## config.mk

```make
export PLATFORM = sky130hd
export DESIGN_NAME = adc_plot_top
export DESIGN_NICKNAME = d
export VERILOG_FILES = /design/src/logic/plot_pkg.sv /design/src/logic/plot_seq.sv /design/src/logic/raster_sweep.sv /design/src/logic/adc_xy_sampler.sv /design/src/logic/fb_apb_writer.sv /design/src/logic/adc_plot_top.sv
export SDC_FILE = /design/constraint.sdc
export NUM_CORES = 1
export LEC_CHECK = 0
export BUFFER_PORTS_ARGS = -buffer_cell sky130_fd_sc_hd__buf_2
export CORE_MARGIN = 10
export CORE_UTILIZATION = 54
export CTS_CLUSTER_SIZE = 8
export DETAILED_ROUTE_END_ITERATION = 8
export GPL_TIMING_DRIVEN = 0
export PLACE_DENSITY_LB_ADDON = 0.2
export SLEW_MARGIN = 10
export SYNTH_ARGS = -nofsm -noshare
export SYNTH_HDL_FRONTEND = slang
export SYNTH_SLANG_ARGS = --single-unit
```

## constraint.sdc

```tcl
create_clock -name clk -period 3.45 [get_ports clk]
set_input_delay 0.5175 -clock clk [delete_from_list [all_inputs] [get_ports clk]]
set_output_delay 0.5175 -clock clk [all_outputs]
set_load 0.005 [all_outputs]
```

## src/logic/plot_pkg.sv

```systemverilog
package plot_pkg;

  // ************************************************************************
  // raster and sample sizes
  // ************************************************************************

  localparam int ADC_BITS    = 10;
  localparam int COLOR_WIDTH = 4;
  localparam int PIXEL_BITS  = 3 * COLOR_WIDTH;
  localparam int COORD_BITS  = 6;

  localparam int H_VISIBLE = 64;
  localparam int V_VISIBLE = 48;

  localparam int FB_WORDS     = H_VISIBLE * V_VISIBLE;
  localparam int FB_ADDR_BITS = $clog2(FB_WORDS);
  localparam int FB_DATA_BITS = 16;

  // coordinate = sample * size / 2**SCALE_SHIFT
  localparam int SCALE_SHIFT = ADC_BITS;
  localparam int SCALE_BITS  = ADC_BITS + COORD_BITS;

  // colour bits trail the position channels by this many samples
  localparam int ADC_DELAY = 3;

  // ************************************************************************
  // types
  // ************************************************************************

  typedef logic [ADC_BITS-1:0] adc_sample_t;
  typedef logic [COORD_BITS-1:0] coord_x_t;
  typedef logic [COORD_BITS-1:0] coord_y_t;

  // red in the top nibble, blue in the bottom one
  typedef logic [PIXEL_BITS-1:0] pixel_t;

  typedef logic [FB_ADDR_BITS-1:0] fb_addr_t;
  typedef logic [FB_DATA_BITS-1:0] fb_data_t;

  localparam pixel_t BLACK = '0;

  typedef enum logic [1:0] {
    SEQ_IDLE,
    SEQ_CLEAR,
    SEQ_PLOT
  } seq_state_t;

endpackage

```

## src/logic/plot_seq.sv

```systemverilog
`timescale 1ns/1ps

module plot_seq (
  input  logic              clk,
  input  logic              rst_n,

  output logic              sweep_start,
  input  logic              sweep_done,

  input  logic              fill_valid,
  input  plot_pkg::coord_x_t fill_x,
  input  plot_pkg::coord_y_t fill_y,
  input  plot_pkg::pixel_t  fill_pixel,
  output logic              fill_ready,

  input  logic              plot_valid,
  input  plot_pkg::coord_x_t plot_x,
  input  plot_pkg::coord_y_t plot_y,
  input  plot_pkg::pixel_t  plot_pixel,
  output logic              plot_ready,

  output logic              pix_valid,
  output plot_pkg::coord_x_t pix_x,
  output plot_pkg::coord_y_t pix_y,
  output plot_pkg::pixel_t  pix_pixel,
  input  logic              pix_ready,

  output logic              plotting
);
  import plot_pkg::*;

  seq_state_t state;
  seq_state_t state_next;

  always_comb begin
    state_next = state;
    case (state)
      SEQ_IDLE:  state_next = SEQ_CLEAR;
      SEQ_CLEAR: if (sweep_done) state_next = SEQ_PLOT;
      SEQ_PLOT:  state_next = SEQ_PLOT;
      default:   state_next = SEQ_IDLE;
    endcase
  end

  always_ff @(posedge clk) begin
    if (!rst_n) begin
      state       <= SEQ_IDLE;
      sweep_start <= 1'b0;
    end else begin
      state       <= state_next;
      sweep_start <= (state == SEQ_IDLE);
    end
  end

  // stream mux, only the selected source sees ready
  always_comb begin
    pix_valid  = 1'b0;
    pix_x      = '0;
    pix_y      = '0;
    pix_pixel  = BLACK;
    fill_ready = 1'b0;
    plot_ready = 1'b0;
    case (state)
      SEQ_CLEAR: begin
        pix_valid  = fill_valid;
        pix_x      = fill_x;
        pix_y      = fill_y;
        pix_pixel  = fill_pixel;
        fill_ready = pix_ready;
      end
      SEQ_PLOT: begin
        pix_valid  = plot_valid;
        pix_x      = plot_x;
        pix_y      = plot_y;
        pix_pixel  = plot_pixel;
        plot_ready = pix_ready;
      end
      default: ;
    endcase
  end

  assign plotting = (state == SEQ_PLOT);

endmodule

```

## src/logic/raster_sweep.sv

```systemverilog
`timescale 1ns/1ps

module raster_sweep (
  input  logic               clk,
  input  logic               rst_n,

  input  logic               sweep_start,
  output logic               sweep_done,

  output logic               fill_valid,
  output plot_pkg::coord_x_t fill_x,
  output plot_pkg::coord_y_t fill_y,
  output plot_pkg::pixel_t   fill_pixel,
  input  logic               fill_ready
);
  import plot_pkg::*;

  localparam coord_x_t X_LAST = coord_x_t'(H_VISIBLE - 1);
  localparam coord_y_t Y_LAST = coord_y_t'(V_VISIBLE - 1);

  logic active;
  logic xfer;

  assign xfer = active && fill_ready;

  always_ff @(posedge clk) begin
    if (!rst_n) begin
      active     <= 1'b0;
      sweep_done <= 1'b0;
      fill_x     <= '0;
      fill_y     <= '0;
    end else begin
      sweep_done <= 1'b0;
      if (sweep_start) begin
        active <= 1'b1;
        fill_x <= '0;
        fill_y <= '0;
      end else if (xfer) begin
        // x first, then wrap into the next line
        if (fill_x == X_LAST) begin
          fill_x <= '0;
          if (fill_y == Y_LAST) begin
            active     <= 1'b0;
            sweep_done <= 1'b1;
          end else begin
            fill_y <= fill_y + 1'b1;
          end
        end else begin
          fill_x <= fill_x + 1'b1;
        end
      end
    end
  end

  assign fill_valid = active;
  assign fill_pixel = BLACK;

endmodule

```

## src/logic/adc_xy_sampler.sv

```systemverilog
`timescale 1ns/1ps

module adc_xy_sampler (
  input  logic                  clk,
  input  logic                  rst_n,

  input  logic                  plotting,

  input  logic                  adc_valid,
  input  plot_pkg::adc_sample_t adc_x,
  input  plot_pkg::adc_sample_t adc_y,
  input  logic                  adc_red,
  input  logic                  adc_grn,
  input  logic                  adc_blu,
  output logic                  adc_ready,

  output logic                  plot_valid,
  output plot_pkg::coord_x_t    plot_x,
  output plot_pkg::coord_y_t    plot_y,
  output plot_pkg::pixel_t      plot_pixel,
  input  logic                  plot_ready
);
  import plot_pkg::*;

  localparam int WARM_BITS = $clog2(ADC_DELAY + 1);

  logic [2:0]            color_line [ADC_DELAY];
  logic [WARM_BITS-1:0]  warm_cnt;
  logic                  warm;
  logic                  accept;
  logic [SCALE_BITS-1:0] prod_x;
  logic [SCALE_BITS-1:0] prod_y;
  logic [2:0]            rgb_old;

  // holding register is free when empty or draining this cycle
  assign adc_ready = plotting && (!plot_valid || plot_ready);
  assign accept    = adc_valid && adc_ready;
  assign warm      = (warm_cnt == WARM_BITS'(ADC_DELAY));

  assign prod_x  = SCALE_BITS'(adc_x * H_VISIBLE);
  assign prod_y  = SCALE_BITS'(adc_y * V_VISIBLE);
  assign rgb_old = color_line[ADC_DELAY-1];

  always_ff @(posedge clk) begin
    if (!rst_n) begin
      plot_valid <= 1'b0;
      warm_cnt   <= '0;
    end else begin
      if (plot_valid && plot_ready) plot_valid <= 1'b0;
      if (accept) begin
        if (warm) plot_valid <= 1'b1;
        else warm_cnt <= warm_cnt + 1'b1;
      end
    end
  end

  // colour delay line and output payload
  always_ff @(posedge clk) begin
    if (accept) begin
      color_line[0] <= {adc_red, adc_grn, adc_blu};
      for (int i = 1; i < ADC_DELAY; i++) begin
        color_line[i] <= color_line[i-1];
      end
      plot_x     <= prod_x[SCALE_SHIFT+:COORD_BITS];
      plot_y     <= prod_y[SCALE_SHIFT+:COORD_BITS];
      plot_pixel <= {{COLOR_WIDTH{rgb_old[2]}}, {COLOR_WIDTH{rgb_old[1]}},
                     {COLOR_WIDTH{rgb_old[0]}}};
    end
  end

endmodule

```

## src/logic/fb_apb_writer.sv

```systemverilog
`timescale 1ns/1ps

module fb_apb_writer (
  input  logic               clk,
  input  logic               rst_n,

  input  logic               pix_valid,
  input  plot_pkg::coord_x_t pix_x,
  input  plot_pkg::coord_y_t pix_y,
  input  plot_pkg::pixel_t   pix_pixel,
  output logic               pix_ready,

  output logic               psel,
  output logic               penable,
  output logic               pwrite,
  output plot_pkg::fb_addr_t paddr,
  output plot_pkg::fb_data_t pwdata,
  input  logic               pready,
  input  logic               pslverr,

  output logic               fb_error
);
  import plot_pkg::*;

  logic     accept;
  logic     done;
  fb_addr_t pix_addr;

  // ************************************************************************
  // address and handshake
  // ************************************************************************

  assign pix_addr  = fb_addr_t'(pix_y * H_VISIBLE + pix_x);
  assign pix_ready = !psel;
  assign accept    = pix_valid && pix_ready;
  assign done      = psel && penable && pready;

  // idle (psel low), setup (penable low), access (penable high)
  always_ff @(posedge clk) begin
    if (!rst_n) begin
      psel     <= 1'b0;
      penable  <= 1'b0;
      fb_error <= 1'b0;
    end else begin
      if (accept) begin
        psel    <= 1'b1;
        penable <= 1'b0;
      end else if (psel && !penable) begin
        penable <= 1'b1;
      end else if (done) begin
        psel    <= 1'b0;
        penable <= 1'b0;
        if (pslverr) fb_error <= 1'b1;
      end
    end
  end

  // ************************************************************************
  // payload, held for the whole transfer
  // ************************************************************************

  always_ff @(posedge clk) begin
    if (accept) begin
      paddr  <= pix_addr;
      pwdata <= fb_data_t'(pix_pixel);
    end
  end

  // the framebuffer port never reads
  assign pwrite = 1'b1;

endmodule

```

## src/logic/adc_plot_top.sv

```systemverilog
`timescale 1ns/1ps

module adc_plot_top (
  input  logic                  clk,
  input  logic                  rst_n,

  input  logic                  adc_valid,
  input  plot_pkg::adc_sample_t adc_x,
  input  plot_pkg::adc_sample_t adc_y,
  input  logic                  adc_red,
  input  logic                  adc_grn,
  input  logic                  adc_blu,
  output logic                  adc_ready,

  output logic                  psel,
  output logic                  penable,
  output logic                  pwrite,
  output plot_pkg::fb_addr_t    paddr,
  output plot_pkg::fb_data_t    pwdata,
  input  logic                  pready,
  input  logic                  pslverr,

  output logic                  fb_error,
  output logic                  plotting
);
  import plot_pkg::*;

  logic     sweep_start;
  logic     sweep_done;

  // clear fill stream
  logic     fill_valid;
  coord_x_t fill_x;
  coord_y_t fill_y;
  pixel_t   fill_pixel;
  logic     fill_ready;

  // sampled plot stream
  logic     plot_valid;
  coord_x_t plot_x;
  coord_y_t plot_y;
  pixel_t   plot_pixel;
  logic     plot_ready;

  // selected stream into the framebuffer port
  logic     pix_valid;
  coord_x_t pix_x;
  coord_y_t pix_y;
  pixel_t   pix_pixel;
  logic     pix_ready;

  plot_seq plot_seq_i (
    .clk        (clk),
    .rst_n      (rst_n),
    .sweep_start(sweep_start),
    .sweep_done (sweep_done),
    .fill_valid (fill_valid),
    .fill_x     (fill_x),
    .fill_y     (fill_y),
    .fill_pixel (fill_pixel),
    .fill_ready (fill_ready),
    .plot_valid (plot_valid),
    .plot_x     (plot_x),
    .plot_y     (plot_y),
    .plot_pixel (plot_pixel),
    .plot_ready (plot_ready),
    .pix_valid  (pix_valid),
    .pix_x      (pix_x),
    .pix_y      (pix_y),
    .pix_pixel  (pix_pixel),
    .pix_ready  (pix_ready),
    .plotting   (plotting)
  );

  raster_sweep raster_sweep_i (
    .clk        (clk),
    .rst_n      (rst_n),
    .sweep_start(sweep_start),
    .sweep_done (sweep_done),
    .fill_valid (fill_valid),
    .fill_x     (fill_x),
    .fill_y     (fill_y),
    .fill_pixel (fill_pixel),
    .fill_ready (fill_ready)
  );

  adc_xy_sampler adc_xy_sampler_i (
    .clk       (clk),
    .rst_n     (rst_n),
    .plotting  (plotting),
    .adc_valid (adc_valid),
    .adc_x     (adc_x),
    .adc_y     (adc_y),
    .adc_red   (adc_red),
    .adc_grn   (adc_grn),
    .adc_blu   (adc_blu),
    .adc_ready (adc_ready),
    .plot_valid(plot_valid),
    .plot_x    (plot_x),
    .plot_y    (plot_y),
    .plot_pixel(plot_pixel),
    .plot_ready(plot_ready)
  );

  fb_apb_writer fb_apb_writer_i (
    .clk      (clk),
    .rst_n    (rst_n),
    .pix_valid(pix_valid),
    .pix_x    (pix_x),
    .pix_y    (pix_y),
    .pix_pixel(pix_pixel),
    .pix_ready(pix_ready),
    .psel     (psel),
    .penable  (penable),
    .pwrite   (pwrite),
    .paddr    (paddr),
    .pwdata   (pwdata),
    .pready   (pready),
    .pslverr  (pslverr),
    .fb_error (fb_error)
  );

endmodule

```

==> results of run 1 <==
-- final timing paths --
| path | cells after the start | end | slack [ns] | startpoint |
|---|---|---|---|---|
| worst max register to register | 6 | fb_apb_writer_i.paddr[5]$_DFFE_PP_ | 1.20 | plot_seq_i.state[0]$_SDFFE_PN0P_ |
| worst min register to register | 0 | adc_xy_sampler_i.color_line[0][8]$_DFFE_PP_ | 0.42 | adc_xy_sampler_i.color_line[0][5]$_DFFE_PP_ |
| worst max-delay path | 7 | adc_ready | 0.80 | plot_seq_i.state[0]$_SDFFE_PN0P_ |
| worst min-delay path | 1 | adc_xy_sampler_i.color_line[0][2]$_DFFE_PP_ | 0.36 | adc_red |
-- placed cells by master, fill, tap and decap left out, types with 7 or more instances in the layout --
master    count
a21oi_1      10
a22oi_1      13
and2_1        7
buf_2        53
buf_4        14
clkbuf_8      9
dfxtp_1      23
edfxtp_1     39
ha_1         16
inv_1         8
nand2_1       8
nor2_1       14
nor2b_1      19
xnor2_1       7
-- state kept, by name (all words and copies together), names as in the netlist, 3 cells and up --
signal	flops
raster_sweep_i.fill_x	6
adc_xy_sampler_i.color_line	9
fb_apb_writer_i.pwdata	3
raster_sweep_i.fill_y	6
adc_xy_sampler_i.plot_y	6
adc_xy_sampler_i.plot_x	6
fb_apb_writer_i.paddr	12
adc_xy_sampler_i.plot_pixel	3
-- layout make-up --
class	count	area, sq um	area share
buffer	22	144	0.0407
clock buffer	10	149	0.0421
clock inverter	6	58.8	0.0166
inverter	8	30.0	0.00850
multi-input combinational	159	1160	0.329
sequential	62	1630	0.462
tap	70	87.6	0.0248
timing repair buffer	53	272	0.0768
-- per-stage QoR --
stage | setup slack [ns] | utilization
finish | 0.804 | 0.679
global route | 0.595 | 0.679
CTS | 0.780 | 0.679
floorplan | 0.827 | -
global placement | 0.0506 | 0.634
detailed placement | 1.16 | 0.639
-- worst max-delay path: cells and delay by family, from the launching register on --
kind / cells / cell delay, ns
buf+inv: 5 / 1.12
flops: 1 / 0.33
fa+ha+maj: 1 / 0.19
compound gates: 1 / 0.15
-- cell families after synthesis --
family / share of synthesized area
AOI/OAI and AO/OA: 0.123
xor gates and xnor gates: 0.0268
adders and majority gates: 0.0681
buffers and inverters: 0.0592
DFF: 0.555
muxes: 0.0204
other: 0.00256
and+or+nand+nor: 0.144
-- routing by layer --
| layer | track usage | part of all wire | vias up |
|---|---|---|---|
| met1 | 0.154 | 0.43 | 946 |
| met5 | 0 | 0 | - |
| met3 | 0.0592 | 0.076 | 6 |
| met2 | 0.221 | 0.49 | 68 |
| li1 | - | - | 1023 |
| met4 | 0.0481 | 0.011 | 0 |
-- report_power, final --
group / switching [mW] / internal (mW)
Clock: 0.272 / 0.373
Combinational: 0.217 / 0.167
Sequential: 0.0335 / 0.877
Total: 0.522 / 1.42
==> qor.yml, run 1 <==
hold_viol_final: 0
cellPowerDensity_mw_per_mm2: 549
skew_ns: 0.00995
worstPathMaxFanout: 10
drtAntennaViolNets: 0
die_w_um: 93.8
max-vdd-ir-drop_mv: 0.274
ios: 62
tightest_slew_ns: 0.773
fp.dieH_um: 93.8
firstDrtPassIters: 4
rsz0062_at_grt: "false"
drc_errors: 0
critical_path.max_stage_delay_ns: 0.40
fin_setup_tns_ns: 0
status: "finished, final reports clean"
leakage_nw: 1.40
synth-seq-cells: 62
cts_made_buffers: 9
cts_tree: "done"
ys_seq_area_frac: 0.555
crit_required_ns: 2.93
synth_top_area_share: 0.398
globalplace.congestion: 0.786
antenna_found_initial: 0
finalCritPeriodShare: 0.767
dpl_cell_area_sq_mm: 0.00333
endpoint_kind: "primary output"
clk-insertion-delay-late_ns: 0.33
power.total_mw: 1.94
grt.total_usage: 0.136
die_area_sq_mm: 0.00879
post_cts_buffers: 0
dp.cells: 374
grt_pass1_vias: 2023
final_nets: 359
setup_viol: 0
netlist_area_sq_mm: 0.00294
hpwl_um: 4360
max_slew_margin: 0.483
rows: 26
setup.worst_path.class: "flop to primary output"
portBuffers: 52
synthTopCellsByCount: "edfxtp_1, dfxtp_1, nor2b_1, ha_1"
post_cts_resized: 0
hp-class: "input pin to flop"
clockBufferDepth: 2
cts_hold_buf: 0
antenna_cells: 0
cp_cell_sequence: "inv_1 -> ha_1 -> clkbuf_1 -> clkbuf_1 -> inv_1 -> a21oi_1 -> buf_2"
slew_violations: 0
arrival_ns: 2.13
stdcell_count: 390
synth_edf_count: 39
viasPerCell: 5.24
core_sq_mm: 0.00520
clock-sinks: 62
yosys.area.top_type: "edfxtp_1"
avgSynthCellArea_sq_um: 11.9
period_minus_slack_ns: 2.65
grt_max_degree: 25
ys_types: 45
wl_per_cell_um: 14.6
cts.htree.levels: 3
synthArstFlopShare: 0
crit_path_top_delay_cell: "clkbuf_1"
startpoint_type: "flop"
area_growth_pct: 20.2
grt_pass1_wl_um: 9530
max_cap_viol_count: 0
whs_ns: 0.355
yosysMostFrequentCell: "edfxtp_1"
yosysWarnings: 0
fin_area_sq_mm: 0.00353
num-fill-cells: 393
clock-root-buffer: "clkbuf_8"
initial_utilization: 0.565
drtIter0Drc: 94
dr_total_vias: 2043
wirelength_um: 5690
syn_inst: 248
synthTopCellsByArea: "edfxtp_1, dfxtp_1, ha_1, nor2b_1, buf_4"
grt_overflow: 0
path_clk_slew_ns: 0.07
drive_above_1_share: 0.288
fmax_mhz: 378
ys.flop_type: "edfxtp_1"
Power figures use the tool's default switching activity.
==> run 2: changes to the inputs <==
--- a/config.mk
+++ b/config.mk
@@ -7,7 +7,7 @@
 export LEC_CHECK = 0
 export BUFFER_PORTS_ARGS = -buffer_cell sky130_fd_sc_hd__buf_2
 export CORE_MARGIN = 10
-export CORE_UTILIZATION = 54
+export CORE_UTILIZATION = 49
 export CTS_CLUSTER_SIZE = 8
 export DETAILED_ROUTE_END_ITERATION = 8
 export GPL_TIMING_DRIVEN = 0
==> constraint.sdc (replaced) <==
create_clock -name clk -period 2.3 [get_ports clk]
set_input_delay 0.345 -clock clk [delete_from_list [all_inputs] [get_ports clk]]
set_output_delay 0.345 -clock clk [all_outputs]
set_load 0.005 [all_outputs]
==> run 2 against run 1 <==
  * Critical path depth is the same
  * Clock skew grew 0.0024 ns
  * Routed wire length shrank 1.7%
  * Core utilization shrank 7.9 points
  * Total power grew 50%
  * Cell count grew 1.0%
  * Clock power grew 48%
  * Register-to-register slack lost 1.0 ns
  * Die area grew 8.0%
  * Final area is essentially flat
  * Clock-buffer cell count grew 2
  * Critical path type unchanged
  * Largest power group unchanged
==> qor.yml, run 2 (synthesis results as in run 1) <==
status: "finished, final reports clean"
final_cell_mix: "buf_2, edfxtp_1, dfxtp_1"
tightest_slew_ns: 0.914  # +0.141 ns
dr_total_vias: 2012  # -1.5%
worstPathMaxFanout: 10  # unchanged
fmax_mhz: 470
grt_max_degree: 25  # unchanged
post_cts_buffers: 0  # unchanged
grt_pass1_wl_um: 9360  # -1.8%
cellPowerDensity_mw_per_mm2: 821  # +50%
core_sq_mm: 0.00589  # +13%
largest_reg_flops: 12  # unchanged
drc_errors: 0  # unchanged
final_common_cell: "buf_2"
grt.total_usage: 0.120  # -0.0159
antenna_cells: 0  # unchanged
rows: 28  # +7.7%
wl_per_cell_um: 14.2  # -2.7%
drtAntennaViolNets: 0  # unchanged
cts.htree.levels: 3  # unchanged
finalCritPeriodShare: 0.925
timing.rr.end: "fb_apb_writer_i.paddr[1]$_DFFE_PP_"
initial_utilization: 0.499  # -0.0653
cts_tree: "done"
final_nets: 358  # -0.28%
skew_ns: 0.0123  # +0.00239 ns
arrival_ns: 1.78  # -0.35 ns
min_delay_path_depth: 1  # unchanged
die_area_sq_mm: 0.00950  # +8.0%
clock-sinks: 62  # unchanged
ios: 62  # unchanged
place_ws_ns: -0.0335  # -1.20 ns
use_met2: 0.194  # -0.0270
viasPerCell: 5.11  # -2.5%
min-delay-start: "adc_blu"
wirelength_um: 5590  # -1.7%
crit_required_ns: 1.96  # -0.97 ns
hp-class: "input pin to flop"
max_cap_viol_count: 0  # unchanged
grt_pass1_vias: 1983  # -2.0%
setup.worst_path.class: "flop to primary output"
die_w_um: 97.4  # +3.9%
cts_made_buffers: 9  # unchanged
area_growth_pct: 20.1  # about the same
firstDrtPassIters: 4  # unchanged
rsz0062_at_grt: "false"
max-vdd-ir-drop_mv: 0.393  # +44%
grt_overflow: 0  # unchanged
min_to: "adc_xy_sampler_i.color_line[0][0]$_DFFE_PP_"
grtUsageMet3: 0.0334  # -0.0257
final-seq-area_sq_mm: 0.00163  # unchanged
globalplace.congestion: 0.810  # +3.1%
reg.largest.list: "fb_apb_writer_i.paddr x12, adc_xy_sampler_i.color_line x9"
clockBufferDepth: 2  # unchanged
portBuffers: 52  # unchanged
setup_viol: 0  # unchanged
grtUsageMet1: 0.137  # -0.0171
r2r_start: "plot_seq_i.state[0]$_SDFFE_PN0P_"
whs_ns: 0.178  # -0.177 ns
drive_above_1_share: 0.285  # -0.00223
path_clk_slew_ns: 0.07  # about the same
clk-insertion-delay-late_ns: 0.34  # about the same
num-fill-cells: 490  # +25%
leakage_nw: 1.39  # -0.71%
antenna_found_initial: 0  # unchanged
drtIter0Drc: 78  # -17%
regToRegSetupSlack_ns: 0.18  # -1.02 ns
hpwl_um: 4110  # -5.7%
period_minus_slack_ns: 2.13
setup_ws_ns: 0.172  # -0.632 ns
r2r_cells: 5  # -1
startpoint_type: "flop"
clock-root-buffer: "clkbuf_8"
max_slew_margin: 0.390  # -0.0935
top_register: "fb_apb_writer_i.paddr"
hold_viol_final: 0  # unchanged
busiest_layer: "met2"
endpoint_kind: "primary output"
multiInputGateArea_sq_mm: 0.00117  # +0.54%
slew_violations: 0  # unchanged
fp.dieH_um: 97.4  # +3.9%
-- run 2: area by class of cell --
cell class,count,area share
buffer,22,0.0415
clock inverter,4,0.0131
tap,75,0.0266
multi-input combinational,159,0.331
sequential,62,0.462
clock buffer,12,0.0439
inverter,8,0.00850
timing repair buffer,52,0.0737
-- run 2: power by group --
part | internal, mW | switching, mW
logic | 0.255 | 0.329
clock network | 0.554 | 0.398
registers | 1.32 | 0.0482
total | 2.12 | 0.775
-- run 2: how the worst max path moves through the flow --
stage	from	end	slack, ns	cells after the start
after detailed placement	plot_seq_i.state[0]$_SDFFE_PN0P_	fb_apb_writer_i.paddr[10]$_DFFE_PP_	-0.03	5
after floorplan	plot_seq_i.state[0]$_SDFFE_PN0P_	fb_apb_writer_i.paddr[0]$_DFFE_PP_	0.24	5
after CTS	plot_seq_i.state[0]$_SDFFE_PN0P_	adc_ready	0.13	7
final	plot_seq_i.state[0]$_SDFFE_PN0P_	adc_ready	0.17	7
after global routing	plot_seq_i.state[0]$_SDFFE_PN0P_	adc_ready	0.03	7
after global placement	plot_seq_i.state[0]$_SDFFE_PN0P_	fb_apb_writer_i.paddr[10]$_DFFE_PP_	-0.29	5
-- run 2: per-stage QoR --
stage	setup TNS, ns	total power [mW]	utilization	area, sq um	instances
2_1_floorplan	0	1.78	-	2960	251
3_3_place_gp	-9.01	1.95	0.563	3310	378
3_5_place_dp	-0.497	1.98	0.565	3330	378
4_1_cts	0	2.93	0.600	3530	394
5_1_grt	0	3.06	0.600	3530	394
6_report	0	2.90	0.600	3530	394
-- run 2: repair_timing --
action                                  CTS  global route
endpoints found under the setup margin   16             0
endpoints found under the hold margin     0             0
hold buffers                              0             0
resized for setup                         2             0
-- run 2: routing by layer --
| metal | routed length (um) | part of all wire |
|---|---|---|
| met5 | 0 | 0 |
| met4 | 121 | 0.022 |
| met3 | 267 | 0.048 |
| met2 | 2690 | 0.48 |
| met1 | 2510 | 0.45 |
-- run 2: worst max-delay path: stages (launching register included) --
cell,delay [ns]
dfxtp_1,0.33
inv_1,0.08
ha_1,0.17
clkbuf_2,0.24
clkbuf_2,0.28
inv_1,0.08
a21oi_1,0.14
buf_2,0.14
